File: src/source/shell_pkg.sv
package shell_pkg;

    // ==============================
    // Bus widths
    // ==============================
    localparam int ADDR_W = 16;
    localparam int DATA_W = 32;
    localparam int IDX_W  = 10;

    // One address word, read at bus level or at platform level
    typedef union packed {
        struct packed {
            logic        app;
            logic [14:0] offset;
        } bus;
        struct packed {
            logic             top;
            logic [2:0]       blk;
            logic [IDX_W-1:0] index;
            logic [1:0]       byte_off;
        } plat;
    } reg_addr_u;

    // Mapped platform blocks, everything else is unmapped
    localparam logic [2:0] BLK_SYSCFG = 3'd0;
    localparam logic [2:0] BLK_DNA    = 3'd1;

    // System config register indices
    localparam logic [IDX_W-1:0] REG_BUILD    = 10'd0;
    localparam logic [IDX_W-1:0] REG_STATUS   = 10'd1;
    localparam logic [IDX_W-1:0] REG_SCRATCH  = 10'd2;
    localparam logic [IDX_W-1:0] REG_RST_CTRL = 10'd3;

    localparam int DNA_W = 96;

    // Core reset pulse length and its down-counter
    localparam int CORE_RST_CYCLES = 16;
    localparam int RST_CNT_W = $clog2(CORE_RST_CYCLES);
    localparam logic [RST_CNT_W-1:0] RST_CNT_LOAD = RST_CNT_W'(CORE_RST_CYCLES - 1);

    // One-hot target select bit positions
    localparam int TGT_W      = 4;
    localparam int TGT_SYSCFG = 0;
    localparam int TGT_DNA    = 1;
    localparam int TGT_APP    = 2;
    localparam int TGT_NONE   = 3;

    // Host port FSM states
    localparam logic [2:0] HP_IDLE    = 3'd0;
    localparam logic [2:0] HP_BUSY    = 3'd1;
    localparam logic [2:0] HP_APP_REQ = 3'd2;
    localparam logic [2:0] HP_APP_END = 3'd3;
    localparam logic [2:0] HP_ACK     = 3'd4;

endpackage : shell_pkg

File: src/source/access_decoder.sv
`timescale 1ns/10ps

module access_decoder (
    input  logic                              clk,
    input  logic                              i_rst,
    input  logic                              i_start,
    input  shell_pkg::reg_addr_u              i_addr,
    input  logic                              i_wr,
    output logic [shell_pkg::TGT_W-1:0]       o_sel,
    output logic [shell_pkg::IDX_W-1:0]       o_index,
    output logic                              o_go,
    output logic                              o_app_go
);
    logic [shell_pkg::TGT_W-1:0] sel_nxt;

    // Bus view first, then the platform view
    always_comb begin
        sel_nxt = '0;
        if (i_addr.bus.app) begin
            sel_nxt[shell_pkg::TGT_APP] = 1'b1;
        end else if (i_addr.plat.byte_off != 2'b00) begin
            sel_nxt[shell_pkg::TGT_NONE] = 1'b1;
        end else begin
            case (i_addr.plat.blk)
                shell_pkg::BLK_SYSCFG: sel_nxt[shell_pkg::TGT_SYSCFG] = 1'b1;
                shell_pkg::BLK_DNA:    sel_nxt[shell_pkg::TGT_DNA]    = 1'b1;
                // Sysmon, QSPI and spare blocks
                default:               sel_nxt[shell_pkg::TGT_NONE]   = 1'b1;
            endcase
        end
    end

    always_ff @(posedge clk) begin
        if (i_rst) begin
            o_sel    <= '0;
            o_go     <= 1'b0;
            o_app_go <= 1'b0;
        end else begin
            o_go     <= i_start;
            o_app_go <= i_start && i_addr.bus.app;
            if (i_start) begin
                o_sel <= sel_nxt;
            end
        end
    end

    always_ff @(posedge clk) begin
        if (i_start) begin
            o_index <= i_addr.plat.index;
        end
    end

    a_sel_onehot: assert property (@(posedge clk) disable iff (i_rst)
        o_go |-> $onehot(o_sel))
        else $error("target select not one-hot on go");

    a_start_known: assert property (@(posedge clk) disable iff (i_rst)
        i_start |-> !$isunknown({i_wr, i_addr}))
        else $error("unknown request fields on start");

endmodule : access_decoder

File: src/source/dna_reader.sv
`timescale 1ns/10ps

module dna_reader (
    input  logic                          clk,
    input  logic                          i_rst,
    input  logic                          i_dna_dout,
    output logic                          o_dna_read,
    output logic                          o_dna_shift,
    output logic [shell_pkg::DNA_W-1:0]   o_dna,
    output logic                          o_dna_valid
);
    logic [$clog2(shell_pkg::DNA_W + 2)-1:0] step;

    // Step 0 loads, steps 1..DNA_W shift, then the value is held
    always_ff @(posedge clk) begin
        if (i_rst) begin
            step        <= '0;
            o_dna_read  <= 1'b0;
            o_dna_shift <= 1'b0;
            o_dna_valid <= 1'b0;
        end else if (!o_dna_valid) begin
            o_dna_read  <= (step == '0);
            o_dna_shift <= (step != '0) && (step <= shell_pkg::DNA_W);
            if (step == shell_pkg::DNA_W + 1) begin
                o_dna_valid <= 1'b1;
            end
            step <= step + 1'b1;
        end
    end

    // MSB first, sampled on every shift cycle
    always_ff @(posedge clk) begin
        if (o_dna_shift) begin
            o_dna <= {o_dna[shell_pkg::DNA_W-2:0], i_dna_dout};
        end
    end

    a_no_shift_when_valid: assert property (@(posedge clk) disable iff (i_rst)
        !(o_dna_shift && o_dna_valid))
        else $error("DNA shift while value marked valid");

endmodule : dna_reader

File: src/source/host_req_port.sv
`timescale 1ns/10ps

module host_req_port (
    input  logic                          clk,
    input  logic                          i_rst,
    // Host side
    input  logic                          i_req,
    input  logic                          i_wr,
    input  shell_pkg::reg_addr_u          i_addr,
    input  logic [shell_pkg::DATA_W-1:0]  i_wdata,
    output logic                          o_ack,
    output logic [shell_pkg::DATA_W-1:0]  o_rdata,
    output logic                          o_err,
    // To decoder
    output logic                          o_start,
    output shell_pkg::reg_addr_u          o_addr,
    output logic                          o_wr,
    output logic [shell_pkg::DATA_W-1:0]  o_wdata,
    // From decoder and collector
    input  logic                          i_app_go,
    input  logic                          i_done,
    input  logic [shell_pkg::DATA_W-1:0]  i_rdata,
    input  logic                          i_err,
    // Application core side
    output logic                          o_app_req,
    output logic                          o_app_wr,
    output logic [14:0]                   o_app_addr,
    output logic [shell_pkg::DATA_W-1:0]  o_app_wdata,
    input  logic                          i_app_ack,
    input  logic [shell_pkg::DATA_W-1:0]  i_app_rdata,
    input  logic                          i_app_err,
    // To collector
    output logic                          o_app_done,
    output logic [shell_pkg::DATA_W-1:0]  o_app_rdata,
    output logic                          o_app_err
);
    logic [2:0] state;

    // Application fields come straight from the captured request
    assign o_app_addr  = o_addr.bus.offset;
    assign o_app_wr    = o_wr;
    assign o_app_wdata = o_wdata;

    always_ff @(posedge clk) begin
        if (i_rst) begin
            state      <= shell_pkg::HP_IDLE;
            o_start    <= 1'b0;
            o_ack      <= 1'b0;
            o_app_req  <= 1'b0;
            o_app_done <= 1'b0;
        end else begin
            o_start    <= 1'b0;
            o_app_done <= 1'b0;
            case (state)
                shell_pkg::HP_IDLE: begin
                    if (i_req && !o_ack) begin
                        o_start <= 1'b1;
                        state   <= shell_pkg::HP_BUSY;
                    end
                end
                shell_pkg::HP_BUSY: begin
                    if (i_app_go) begin
                        o_app_req <= 1'b1;
                        state     <= shell_pkg::HP_APP_REQ;
                    end else if (i_done) begin
                        o_ack <= 1'b1;
                        state <= shell_pkg::HP_ACK;
                    end
                end
                shell_pkg::HP_APP_REQ: begin
                    if (i_app_ack) begin
                        o_app_req <= 1'b0;
                        state     <= shell_pkg::HP_APP_END;
                    end
                end
                // Core access is over only once its ack has dropped
                shell_pkg::HP_APP_END: begin
                    if (!i_app_ack) begin
                        o_app_done <= 1'b1;
                        state      <= shell_pkg::HP_BUSY;
                    end
                end
                shell_pkg::HP_ACK: begin
                    if (!i_req) begin
                        o_ack <= 1'b0;
                        state <= shell_pkg::HP_IDLE;
                    end
                end
                default: state <= shell_pkg::HP_IDLE;
            endcase
        end
    end

    // ==============================
    // Payload capture
    // ==============================
    always_ff @(posedge clk) begin
        if (state == shell_pkg::HP_IDLE && i_req && !o_ack) begin
            o_addr  <= i_addr;
            o_wr    <= i_wr;
            o_wdata <= i_wdata;
        end
        if (state == shell_pkg::HP_APP_REQ && i_app_ack) begin
            o_app_rdata <= i_app_rdata;
            o_app_err   <= i_app_err;
        end
        if (state == shell_pkg::HP_BUSY && !i_app_go && i_done) begin
            o_rdata <= i_rdata;
            o_err   <= i_err;
        end
    end

    a_ack_needs_req: assert property (@(posedge clk) disable iff (i_rst)
        $rose(o_ack) |-> i_req)
        else $error("o_ack rose without i_req");

    a_app_stable: assert property (@(posedge clk) disable iff (i_rst)
        o_app_req && $past(o_app_req) |-> $stable({o_app_addr, o_app_wr, o_app_wdata}))
        else $error("application fields changed during o_app_req");

endmodule : host_req_port

File: src/source/response_collector.sv
`timescale 1ns/10ps

module response_collector (
    input  logic                          clk,
    input  logic                          i_rst,
    input  logic                          i_go,
    input  logic [shell_pkg::TGT_W-1:0]   i_sel,
    input  logic                          i_reg_done,
    input  logic [shell_pkg::DATA_W-1:0]  i_reg_rdata,
    input  logic                          i_reg_err,
    input  logic                          i_app_done,
    input  logic [shell_pkg::DATA_W-1:0]  i_app_rdata,
    input  logic                          i_app_err,
    output logic                          o_done,
    output logic [shell_pkg::DATA_W-1:0]  o_rdata,
    output logic                          o_err
);
    logic none_pend;
    logic app_fin;

    assign app_fin = i_app_done && i_sel[shell_pkg::TGT_APP];

    // Unmapped accesses take one extra cycle, same as a register target
    always_ff @(posedge clk) begin
        if (i_rst) begin
            none_pend <= 1'b0;
            o_done    <= 1'b0;
        end else begin
            none_pend <= i_go && i_sel[shell_pkg::TGT_NONE];
            o_done    <= none_pend || i_reg_done || app_fin;
        end
    end

    always_ff @(posedge clk) begin
        if (none_pend) begin
            o_rdata <= '0;
            o_err   <= 1'b1;
        end else if (app_fin) begin
            o_rdata <= i_app_rdata;
            o_err   <= i_app_err;
        end else if (i_reg_done) begin
            o_rdata <= i_reg_rdata;
            o_err   <= i_reg_err;
        end
    end

endmodule : response_collector

File: src/source/shell_top.sv
`timescale 1ns/10ps

module shell_top #(
    parameter bit [31:0] BUILD_TIMESTAMP = 32'h0
) (
    input  logic                          clk,
    input  logic                          i_rst,
    // Host register bus
    input  logic                          i_req,
    input  logic                          i_wr,
    input  shell_pkg::reg_addr_u          i_addr,
    input  logic [shell_pkg::DATA_W-1:0]  i_wdata,
    output logic                          o_ack,
    output logic [shell_pkg::DATA_W-1:0]  o_rdata,
    output logic                          o_err,
    // Application core port
    output logic                          o_app_req,
    output logic                          o_app_wr,
    output logic [14:0]                   o_app_addr,
    output logic [shell_pkg::DATA_W-1:0]  o_app_wdata,
    input  logic                          i_app_ack,
    input  logic [shell_pkg::DATA_W-1:0]  i_app_rdata,
    input  logic                          i_app_err,
    // Device DNA port
    output logic                          o_dna_read,
    output logic                          o_dna_shift,
    input  logic                          i_dna_dout,
    // Core reset
    output logic                          o_core_srst
);
    // ==============================
    // Internal signals
    // ==============================
    logic                          start;
    shell_pkg::reg_addr_u          cap_addr;
    logic                          cap_wr;
    logic [shell_pkg::DATA_W-1:0]  cap_wdata;
    logic [shell_pkg::TGT_W-1:0]   sel;
    logic [shell_pkg::IDX_W-1:0]   index;
    logic                          go;
    logic                          app_go;
    logic                          reg_done;
    logic [shell_pkg::DATA_W-1:0]  reg_rdata;
    logic                          reg_err;
    logic                          app_done;
    logic [shell_pkg::DATA_W-1:0]  app_rdata;
    logic                          app_err;
    logic                          rsp_done;
    logic [shell_pkg::DATA_W-1:0]  rsp_rdata;
    logic                          rsp_err;
    logic [shell_pkg::DNA_W-1:0]   dna;
    logic                          dna_valid;

    host_req_port i_host_req_port (
        .clk, .i_rst, .i_req, .i_wr, .i_addr, .i_wdata, .o_ack, .o_rdata, .o_err,
        .o_start     ( start ),
        .o_addr      ( cap_addr ),
        .o_wr        ( cap_wr ),
        .o_wdata     ( cap_wdata ),
        .i_app_go    ( app_go ),
        .i_done      ( rsp_done ),
        .i_rdata     ( rsp_rdata ),
        .i_err       ( rsp_err ),
        .o_app_req, .o_app_wr, .o_app_addr, .o_app_wdata,
        .i_app_ack, .i_app_rdata, .i_app_err,
        .o_app_done  ( app_done ),
        .o_app_rdata ( app_rdata ),
        .o_app_err   ( app_err )
    );

    access_decoder i_access_decoder (
        .clk, .i_rst,
        .i_start  ( start ),
        .i_addr   ( cap_addr ),
        .i_wr     ( cap_wr ),
        .o_sel    ( sel ),
        .o_index  ( index ),
        .o_go     ( go ),
        .o_app_go ( app_go )
    );

    // ==============================
    // Platform targets
    // ==============================
    syscfg_reg_blk #(
        .BUILD_TIMESTAMP ( BUILD_TIMESTAMP )
    ) i_syscfg_reg_blk (
        .clk, .i_rst,
        .i_go        ( go ),
        .i_sel       ( sel ),
        .i_index     ( index ),
        .i_wr        ( cap_wr ),
        .i_wdata     ( cap_wdata ),
        .i_dna       ( dna ),
        .i_dna_valid ( dna_valid ),
        .o_done      ( reg_done ),
        .o_rdata     ( reg_rdata ),
        .o_err       ( reg_err ),
        .o_core_srst
    );

    dna_reader i_dna_reader (
        .clk, .i_rst, .i_dna_dout, .o_dna_read, .o_dna_shift,
        .o_dna       ( dna ),
        .o_dna_valid ( dna_valid )
    );

    response_collector i_response_collector (
        .clk, .i_rst,
        .i_go        ( go ),
        .i_sel       ( sel ),
        .i_reg_done  ( reg_done ),
        .i_reg_rdata ( reg_rdata ),
        .i_reg_err   ( reg_err ),
        .i_app_done  ( app_done ),
        .i_app_rdata ( app_rdata ),
        .i_app_err   ( app_err ),
        .o_done      ( rsp_done ),
        .o_rdata     ( rsp_rdata ),
        .o_err       ( rsp_err )
    );

endmodule : shell_top

File: src/source/syscfg_reg_blk.sv
`timescale 1ns/10ps

module syscfg_reg_blk #(
    parameter bit [31:0] BUILD_TIMESTAMP = 32'h0
) (
    input  logic                              clk,
    input  logic                              i_rst,
    input  logic                              i_go,
    input  logic [shell_pkg::TGT_W-1:0]       i_sel,
    input  logic [shell_pkg::IDX_W-1:0]       i_index,
    input  logic                              i_wr,
    input  logic [shell_pkg::DATA_W-1:0]      i_wdata,
    input  logic [shell_pkg::DNA_W-1:0]       i_dna,
    input  logic                              i_dna_valid,
    output logic                              o_done,
    output logic [shell_pkg::DATA_W-1:0]      o_rdata,
    output logic                              o_err,
    output logic                              o_core_srst
);
    logic [shell_pkg::DATA_W-1:0]    scratch;
    logic [shell_pkg::RST_CNT_W-1:0] rst_cnt;
    logic [shell_pkg::DATA_W-1:0]    rd_val;
    logic                            wr_err;
    logic                            cfg_hit;
    logic                            dna_hit;

    assign cfg_hit = i_go && i_sel[shell_pkg::TGT_SYSCFG];
    assign dna_hit = i_go && i_sel[shell_pkg::TGT_DNA];

    // ==============================
    // Read mux and write rules
    // ==============================
    always_comb begin
        rd_val = '0;
        wr_err = 1'b1;
        if (i_sel[shell_pkg::TGT_DNA]) begin
            // High word at index 0, DNA is read-only
            case (i_index)
                10'd0:   rd_val = i_dna[95:64];
                10'd1:   rd_val = i_dna[63:32];
                10'd2:   rd_val = i_dna[31:0];
                default: rd_val = '0;
            endcase
        end else begin
            case (i_index)
                shell_pkg::REG_BUILD:    rd_val = BUILD_TIMESTAMP;
                shell_pkg::REG_STATUS:   rd_val = {30'b0, !o_core_srst, i_dna_valid};
                shell_pkg::REG_SCRATCH: begin
                    rd_val = scratch;
                    wr_err = 1'b0;
                end
                shell_pkg::REG_RST_CTRL: wr_err = 1'b0;
                default:                 rd_val = '0;
            endcase
        end
    end

    always_ff @(posedge clk) begin
        if (i_rst) begin
            o_done      <= 1'b0;
            scratch     <= '0;
            o_core_srst <= 1'b0;
            rst_cnt     <= '0;
        end else begin
            o_done <= cfg_hit || dna_hit;
            if (cfg_hit && i_wr && i_index == shell_pkg::REG_SCRATCH) begin
                scratch <= i_wdata;
            end
            // Pulse starts on the executing edge, lasts CORE_RST_CYCLES
            if (cfg_hit && i_wr && i_index == shell_pkg::REG_RST_CTRL && i_wdata[0]) begin
                o_core_srst <= 1'b1;
                rst_cnt     <= shell_pkg::RST_CNT_LOAD;
            end else if (o_core_srst) begin
                if (rst_cnt == '0) begin
                    o_core_srst <= 1'b0;
                end else begin
                    rst_cnt <= rst_cnt - 1'b1;
                end
            end
        end
    end

    always_ff @(posedge clk) begin
        if (cfg_hit || dna_hit) begin
            o_rdata <= i_wr ? '0 : rd_val;
            o_err   <= i_wr && wr_err;
        end
    end

endmodule : syscfg_reg_blk

File: config.mk
export PLATFORM = sky130hd
export DESIGN_NAME = shell_top
export DESIGN_NICKNAME = d
export VERILOG_FILES = /design/src/source/shell_pkg.sv /design/src/source/access_decoder.sv /design/src/source/dna_reader.sv /design/src/source/host_req_port.sv /design/src/source/response_collector.sv /design/src/source/shell_top.sv /design/src/source/syscfg_reg_blk.sv
export SDC_FILE = /design/constraint.sdc
export NUM_CORES = 1
export LEC_CHECK = 0
export ABC_AREA = 1
export BUFFER_PORTS_ARGS = -buffer_cell sky130_fd_sc_hd__buf_2
export CORE_ASPECT_RATIO = 0.6
export CORE_MARGIN = 2
export CORE_UTILIZATION = 30
export CTS_BUF_LIST = sky130_fd_sc_hd__clkbuf_8
export CTS_CLUSTER_DIAMETER = 150
export CTS_CLUSTER_SIZE = 20
export DETAILED_ROUTE_END_ITERATION = 12
export PLACE_DENSITY_LB_ADDON = 0.12
export SLEW_MARGIN = 20
export SYNTH_ARGS = -nofsm -noshare
export SYNTH_HDL_FRONTEND = slang
export SYNTH_SLANG_ARGS = --single-unit
File: constraint.sdc
create_clock -name clk -period 3.82 [get_ports clk]
set_clock_uncertainty 0.05 [all_clocks]
set_input_delay 0.191 -clock clk [delete_from_list [all_inputs] [get_ports clk]]
set_output_delay 0.191 -clock clk [all_outputs]
set_load 0.02 [all_outputs]
# Word level (Yosys, flattened, before mapping)
# Cells that the tools add are included.
[word_totals] ff_bits=350 in_bits=87 output_inout_bits=86 word_cells=137
[classes] n_addsub=2 n_lt_le_gt_ge=1 n_eq_ne=18 mux=41 bitwise_logic=2 n_reduce_logical=42
[op_table] op="$mux W32" n=3
[op_table] op="$pmux W32 S3" n=1
[op_table] op="$pmux W32 S2" n=1
[op_table] op="$mux W1" n=22
[op_table] op="$eq A10 B2 Y1 const B" n=2
[op_table] op="$mux W3" n=6
[op_table] op="$logic_and A1 B1 Y1" n=17
[op_table] op="$pmux W3 S5" n=1
[op_table] op="$mux W4" n=3
[op_table] op="$eq A10 B1 Y1 const B" n=1
[op_table] op="$logic_not A10 Y1" n=1
[op_table] op="$reduce_bool A2 Y1" n=5
[op_table] op="$ne A2 B1 Y1 const B" n=4
[op_table] op="$ne A2 B2 Y1 const B" n=4
[op_table] op="$reduce_or A2 Y1" n=4
[op_table] op="$add A7 B1 Y7 const B" n=1
[op_table] op="$eq A7 B7 Y1 const B" n=1
[op_table] op="$le A7 B7 Y1 const B" n=1
[op_table] op="$logic_not A7 Y1" n=1
[op_table] op="$reduce_bool A7 Y1" n=1
[op_table] op="$eq A3 B1 Y1 const B" n=2
[op_table] op="$eq A3 B2 Y1 const B" n=2
[op_table] op="$logic_not A3 Y1" n=2
[op_table] op="$reduce_and A5 Y1" n=1
[op_table] op="12 further kinds" n=19

# Logic depth before layout (Yosys ltp)
[depth] ltp_word=6 ltp_mapped=9 depth_no_buf=8

# Hierarchy
# From an unflattened synthesis, not the netlist that was laid out.
[unflattened] hier_cells=1200 area_unflattened_um2=13646.8
[modules_own_cells] mod="host_req_port" n_inst=1 cells_per_inst=217 area_each_um2=4167.7 seq_area_each_um2=3593.4
[modules_own_cells] mod="syscfg_reg_blk" n_inst=1 cells_per_inst=491 area_each_um2=3761.1 seq_area_each_um2=1751.7
[modules_own_cells] mod="dna_reader" n_inst=1 cells_per_inst=162 area_each_um2=3367.0 seq_area_each_um2=3083.0
[modules_own_cells] mod="response_collector" n_inst=1 cells_per_inst=288 area_each_um2=1805.5 seq_area_each_um2=700.7
[modules_own_cells] mod="access_decoder" n_inst=1 cells_per_inst=42 area_each_um2=545.5 seq_area_each_um2=420.4

# Worst setup path before layout
# No wires, ideal clock.
[synth_timing] path_kind="flip-flop to flip-flop" startpoint="register i_host_req_port.state[0]" endpoint="register i_host_req_port.o_addr[0] (netlist name), enable pin" setup_ps=456 t_arrival_ps=2679 required_time_ps=3314 path_slack_ps=635 path_stages_with_launch=4 path_buffers=0 synth_period_minus_slack_ps=3185 cell_sequence="dfxtp_1 -> nor3_1 -> inv_1 -> nor2_1"
[synth_via] elab_chain_cells=3
[synth_lines] item="from (decl)" line_no="host_req_port.sv:37" text="logic [2:0] state;"
[synth_lines] item="from (signal assigned)" line_no="host_req_port.sv:46" text="state <= shell_pkg::HP_IDLE;"
[synth_lines] item="from (signal assigned)" line_no="host_req_port.sv:58" text="state <= shell_pkg::HP_BUSY;"
[synth_lines] item="from (signal assigned)" line_no="host_req_port.sv:64" text="state <= shell_pkg::HP_APP_REQ;"
[synth_lines] item="$logic_not A3 Y1" line_no="host_req_port.sv:98" text="if (state == shell_pkg::HP_IDLE && i_req && !o_ack) begin"
[synth_lines] item="$logic_and A1 B1 Y1 (2 in series)" line_no="host_req_port.sv:98"
[synth_lines] item="to (signal assigned)" line_no="host_req_port.sv:99" text="o_addr <= i_addr;"
[synth_lines] item="to (decl)" line_no="host_req_port.sv:16" text="output shell_pkg::reg_addr_u o_addr,"
# Every way passes these cells.
# A chain may end at the register's enable or synchronous reset.

# Worst setup path in the final report
[layout_timing] startpoint="register i_access_decoder.o_index[2] (netlist name)" endpoint="register i_syscfg_reg_blk.o_rdata[13] (netlist name), data pin"
[layout_via] elab_chain_cells=3 word_cells_on_any_way=6 classes_between="eq/ne (2); mux (3); reduce/logical (1)"
[layout_lines] item="from (decl)" line_no="access_decoder.sv:10" text="output logic [shell_pkg::IDX_W-1:0] o_index,"
[layout_lines] item="from (signal assigned)" line_no="access_decoder.sv:49" text="o_index <= i_addr.plat.index;"
[layout_lines] item="$eq A10 B2 Y1, or another cell as far along" line_no="syscfg_reg_blk.sv:38, syscfg_reg_blk.sv:45"
[layout_lines] item="$pmux W32 S3 / $pmux W32 S2 (equally long branches)" line_no="syscfg_reg_blk.sv:38, syscfg_reg_blk.sv:45"
[layout_lines] item="$mux W32 (*)" line_no="syscfg_reg_blk.sv:36" text="if (i_sel[shell_pkg::TGT_DNA]) begin"
[layout_lines] item="to (signal assigned)" line_no="syscfg_reg_blk.sv:85" text="o_rdata <= i_wr ? '0 : rd_val;"
[layout_lines] item="to (decl)" line_no="syscfg_reg_blk.sv:16" text="output logic [shell_pkg::DATA_W-1:0] o_rdata,"
# Mark *: on every way between the ends. The rest lies on a longest branch, timed or not.

==> PnR_summary.wiki <==
{| class="wikitable"
! Metric !! Value
|-
| Fraction of synthesized cell area taken by the top area cell type || 0.591
|-
| Clock-pin transition on the worst setup and hold timing paths || 140 ps
|-
| Io pins || 173
|-
| Ordered cell list for the critical path || nor2_1 -> nand2_1 -> nor2_4 -> buf_4 -> nand3_1 -> nand3_1 -> nand2_1 -> a21oi_1
|-
| Total of cells resized after clock tree synthesis || 0
|-
| Arrival time of data at the critical path endpoint || 2820 ps
|-
| Synth area leader || edfxtp_1
|-
| Initial core utilization || 0.306
|-
| Source of the worst register-to-register timing path || i_access_decoder.o_index[2]
|-
| Number of buffers on the longest clock path || 3
|-
| Number of nets in the final layout || 1,365
|-
| Worst Hold Launch || i_wdata[4]
|-
| GPL Wtd Cong || 0.747
|-
| Number of non-filler instances in the completed layout || approximately 1,900
|-
| Highest cell delay on the worst timing path || roughly 740 ps
|-
| DRC errors left || 0
|-
| Post-synthesis to final-layout area growth || 20.1%
|-
| Number of routed nets with antenna violations || 0
|-
| Die Width || 272 um
|-
| Routed vias || 8,378
|-
| Post-CTS Repair Setup Buffers || 0
|-
| Average detailed-routed wire length per instance || 17.8 um
|-
| Warning count from the yosys run || 0
|-
| Power density of the placed cells || 419 nW/um^2
|-
| Number of hold-slack violations in the final timing report || 0
|-
| Post-detailed-placement half-perimeter wirelength || 21,300 um
|-
| Combined area of all synthesized cells || 12,900 um^2
|-
| Sort of element at the end of the critical path || register
|-
| Main combinational cell family by area after synthesis || simple AND/OR/NAND/NOR gates
|-
| Number of diodes || 0
|-
| Die area || 44,700 um^2
|-
| Initial antenna violation count || 0
|-
| Number of distinct library cells after synthesis || 31
|-
| Largest net degree at the start of global routing || ~100
|-
| H-tree Lvls || 1
|-
| Die boundary height || 165 um
|-
| Final number of setup-violating endpoints || 0
|-
| Nets in the synthesized netlist || approximately 1,100
|-
| Type of the worst setup path || reg -> reg
|-
| Row Count || 58
|-
| Length of the first detailed-routing pass in iterations || 5
|-
| Core area || 42,200 um^2
|-
| Highest fanout seen on the critical path || 101
|-
| Startpoint of the worst setup timing path || i_access_decoder.o_index[2]
|-
| Complex-gate fraction of the synthesized area || 0.0783
|-
| Setup TNS Final || 0 ps
|-
| Slew at the pin closest to its max-slew limit || between 900 and 1000 ps
|-
| Share of synthesized cell area in and, or, nand and nor gates || 0.126
|-
| Final global-route overflow total || 0
|-
| Number of slew-limit violations in the final report || 0
|-
| Number of instances in the synthesized netlist || 1,048
|-
| Number of cell instances on the worst register-to-register path || 8
|-
| Biggest area contributors in the synthesized netlist || edfxtp_1 (59%), dfxtp_1 (15%), nand3_1 (6.1%)
|-
| Time the final worst path needs with I/O delays and setup || 2470 ps
|-
| Worst slew slack as a fraction of its limit || 0.332
|-
| CTS Root Buffer Type || clkbuf_8
|-
| Inst Count DP || between 1,500 and 2,000
|-
| Via count of the first global-routing pass || 8,117
|-
| Register area share after synthesis || 0.740
|-
| Hold Path Cell Cnt || 2
|-
| Adder-cell share of the synthesized area || 0.00388
|-
| Tot GR Track Use || 0.145
|-
| Critical path data required time || 4170 ps
|-
| Static leakage power || between 0.005 and 0.006 uW
|-
| Mux contribution to synthesized area || 0
|-
| Quantity of I/O buffers inserted on ports || 172
|-
| First-pass GRT wire length || 49,500 um
|-
| Highest ir drop seen on vdd || 0.164 mV
|-
| Number of buffers inserted during clock tree synthesis || 21
|-
| Total length of routed wires || between 30,000 and 40,000 um
|-
| Unrepaired setup endpoints after global routing || false
|-
| Number of vias per cell after detailed routing || ~4.5
|-
| Post-route fraction of the period consumed by the critical path || 0.647
|-
| Violation count after the first detailed-routing iteration || 756
|-
| CTS tree || done
|-
| F_max || 405 MHz
|-
| Result of the run || completed
|-
| Number of clock sinks || 350
|-
| Ratio of cells with drive above 1 in the final layout || 0.175
|-
| Clock latency on the worst-skew pair || 600 ps
|-
| XOR/XNOR Fraction of Synth Area || 0.000679
|-
| Average size of a mapped cell || 12.3 um^2
|-
| Total of flip-flops plus latches after synthesis || 350
|-
| Slowest cell on crit path || buf_4
|-
| Number of max-capacitance violations reported || 0
|-
| HP Class || in -> reg
|-
| Type of element launching the critical path || register
|}
[worst paths after layout]
path                                                       end  slack, ps
worst min register to register          i_dna_reader.o_dna[10]        390
worst min-delay path            i_host_req_port.o_app_wdata[4]        230
worst max-delay path              i_syscfg_reg_blk.o_rdata[13]       1350
worst max register to register    i_syscfg_reg_blk.o_rdata[13]       1350
[layer usage]
metal	GRT usage	share of wire
met2	0.199	0.40
met3	0.0276	0.046
met4	0.0240	0.015
met5	0	0
met1	0.234	0.54
[kinds of logic after synthesis]
kind of cell	after synthesis
DFF	350
and+or+nand+nor	359
xor gates and xnor gates	1
adders and majority gates	4
buffers and inverters	144
AOI/OAI and AO/OA	190
[state kept, by name, summed over array words and instances, names as in the netlist, 3 cells and up]
signal,count
i_syscfg_reg_blk.o_rdata,32
i_host_req_port.state,3
i_syscfg_reg_blk.rst_cnt,4
i_dna_reader.step,7
i_host_req_port.o_addr,16
i_access_decoder.o_sel,4
i_host_req_port.o_app_rdata,32
i_syscfg_reg_blk.scratch,32
i_response_collector.o_rdata,32
i_host_req_port.o_app_wdata,32
i_host_req_port.o_rdata,32
i_access_decoder.o_index,10
i_dna_reader.o_dna,96
[per-stage QoR]
| stage | hold WS, ps | util | setup WS (ps) | total power, uW | area [um^2] |
|---|---|---|---|---|---|
| floorplan | 220 | - | 635 | 4610 | 12900 |
| global placement | 317 | 0.338 | 1390 | 4790 | 14200 |
| detailed placement | 319 | 0.338 | 1360 | 4790 | 14200 |
| CTS | 187 | 0.367 | 1320 | 6580 | 15500 |
| global route | 192 | 0.367 | 1090 | 6770 | 15500 |
| finish | 233 | 0.367 | 1350 | 6490 | 15500 |
[area by class of cell]
class | count | area, um^2
inverter | 70 | 263
clock buffer | 21 | 289
sequential | 350 | 9550
multi-input combinational | 554 | 2740
tap | 570 | 713
clock inverter | 16 | 67.6
timing repair buffer | 277 | 1870
fill | 4171 | 26700
[cell usage in the layout (no fill, tap or decap), drive strengths merged, types with 2 or more instances in the layout]
cell         synthesis  layout
nor2                33      33
dfxtp               96      96
ha                   4       4
dlygate4sd3          0      88
nand3              159     159
nand2              148     148
o21ai               68      68
a22oi                3       3
buf                 40     188
edfxtp             254     254
a21oi               82      82
a31oi               33      33
clkbuf              34      22
nor3                11      11
inv                 70      86
o211ai               2       2
nand4                6       6
[synth_stat cells, drive strengths merged]
| master | instances |
|---|---|
| a21oi | 82 |
| a221oi | 1 |
| a22oi | 3 |
| a31oi | 33 |
| and2 | 1 |
| buf | 40 |
| clkbuf | 34 |
| dfxtp | 96 |
| edfxtp | 254 |
| ha | 4 |
| inv | 70 |
| nand2 | 148 |
| nand3 | 159 |
| nand4 | 6 |
| nor2 | 33 |
| nor3 | 11 |
| nor4 | 1 |
| o211ai | 2 |
| o21ai | 68 |
| o21bai | 1 |
| xor2 | 1 |
[worst max-delay path, delay by kind of cell, from the launching register on]
family | cells | cell delay [ps]
simple gates | 6 | 750
buf+inv | 1 | 740
flops | 1 | 390
compound gates | 1 | 280
[what timing repair did]
item                                    CTS  global route
hold buffers                             88             0
endpoints found under the hold margin   103             0
endpoints found under the setup margin    0             0
[power by group]
group	switching (uW)	internal [uW]	total (uW)	leakage [uW]
clock	1200	530	1730	0.000237
sequential	117	4230	4350	0.00301
combinational	245	165	410	0.00206
(Power assumes the default switching activity.)
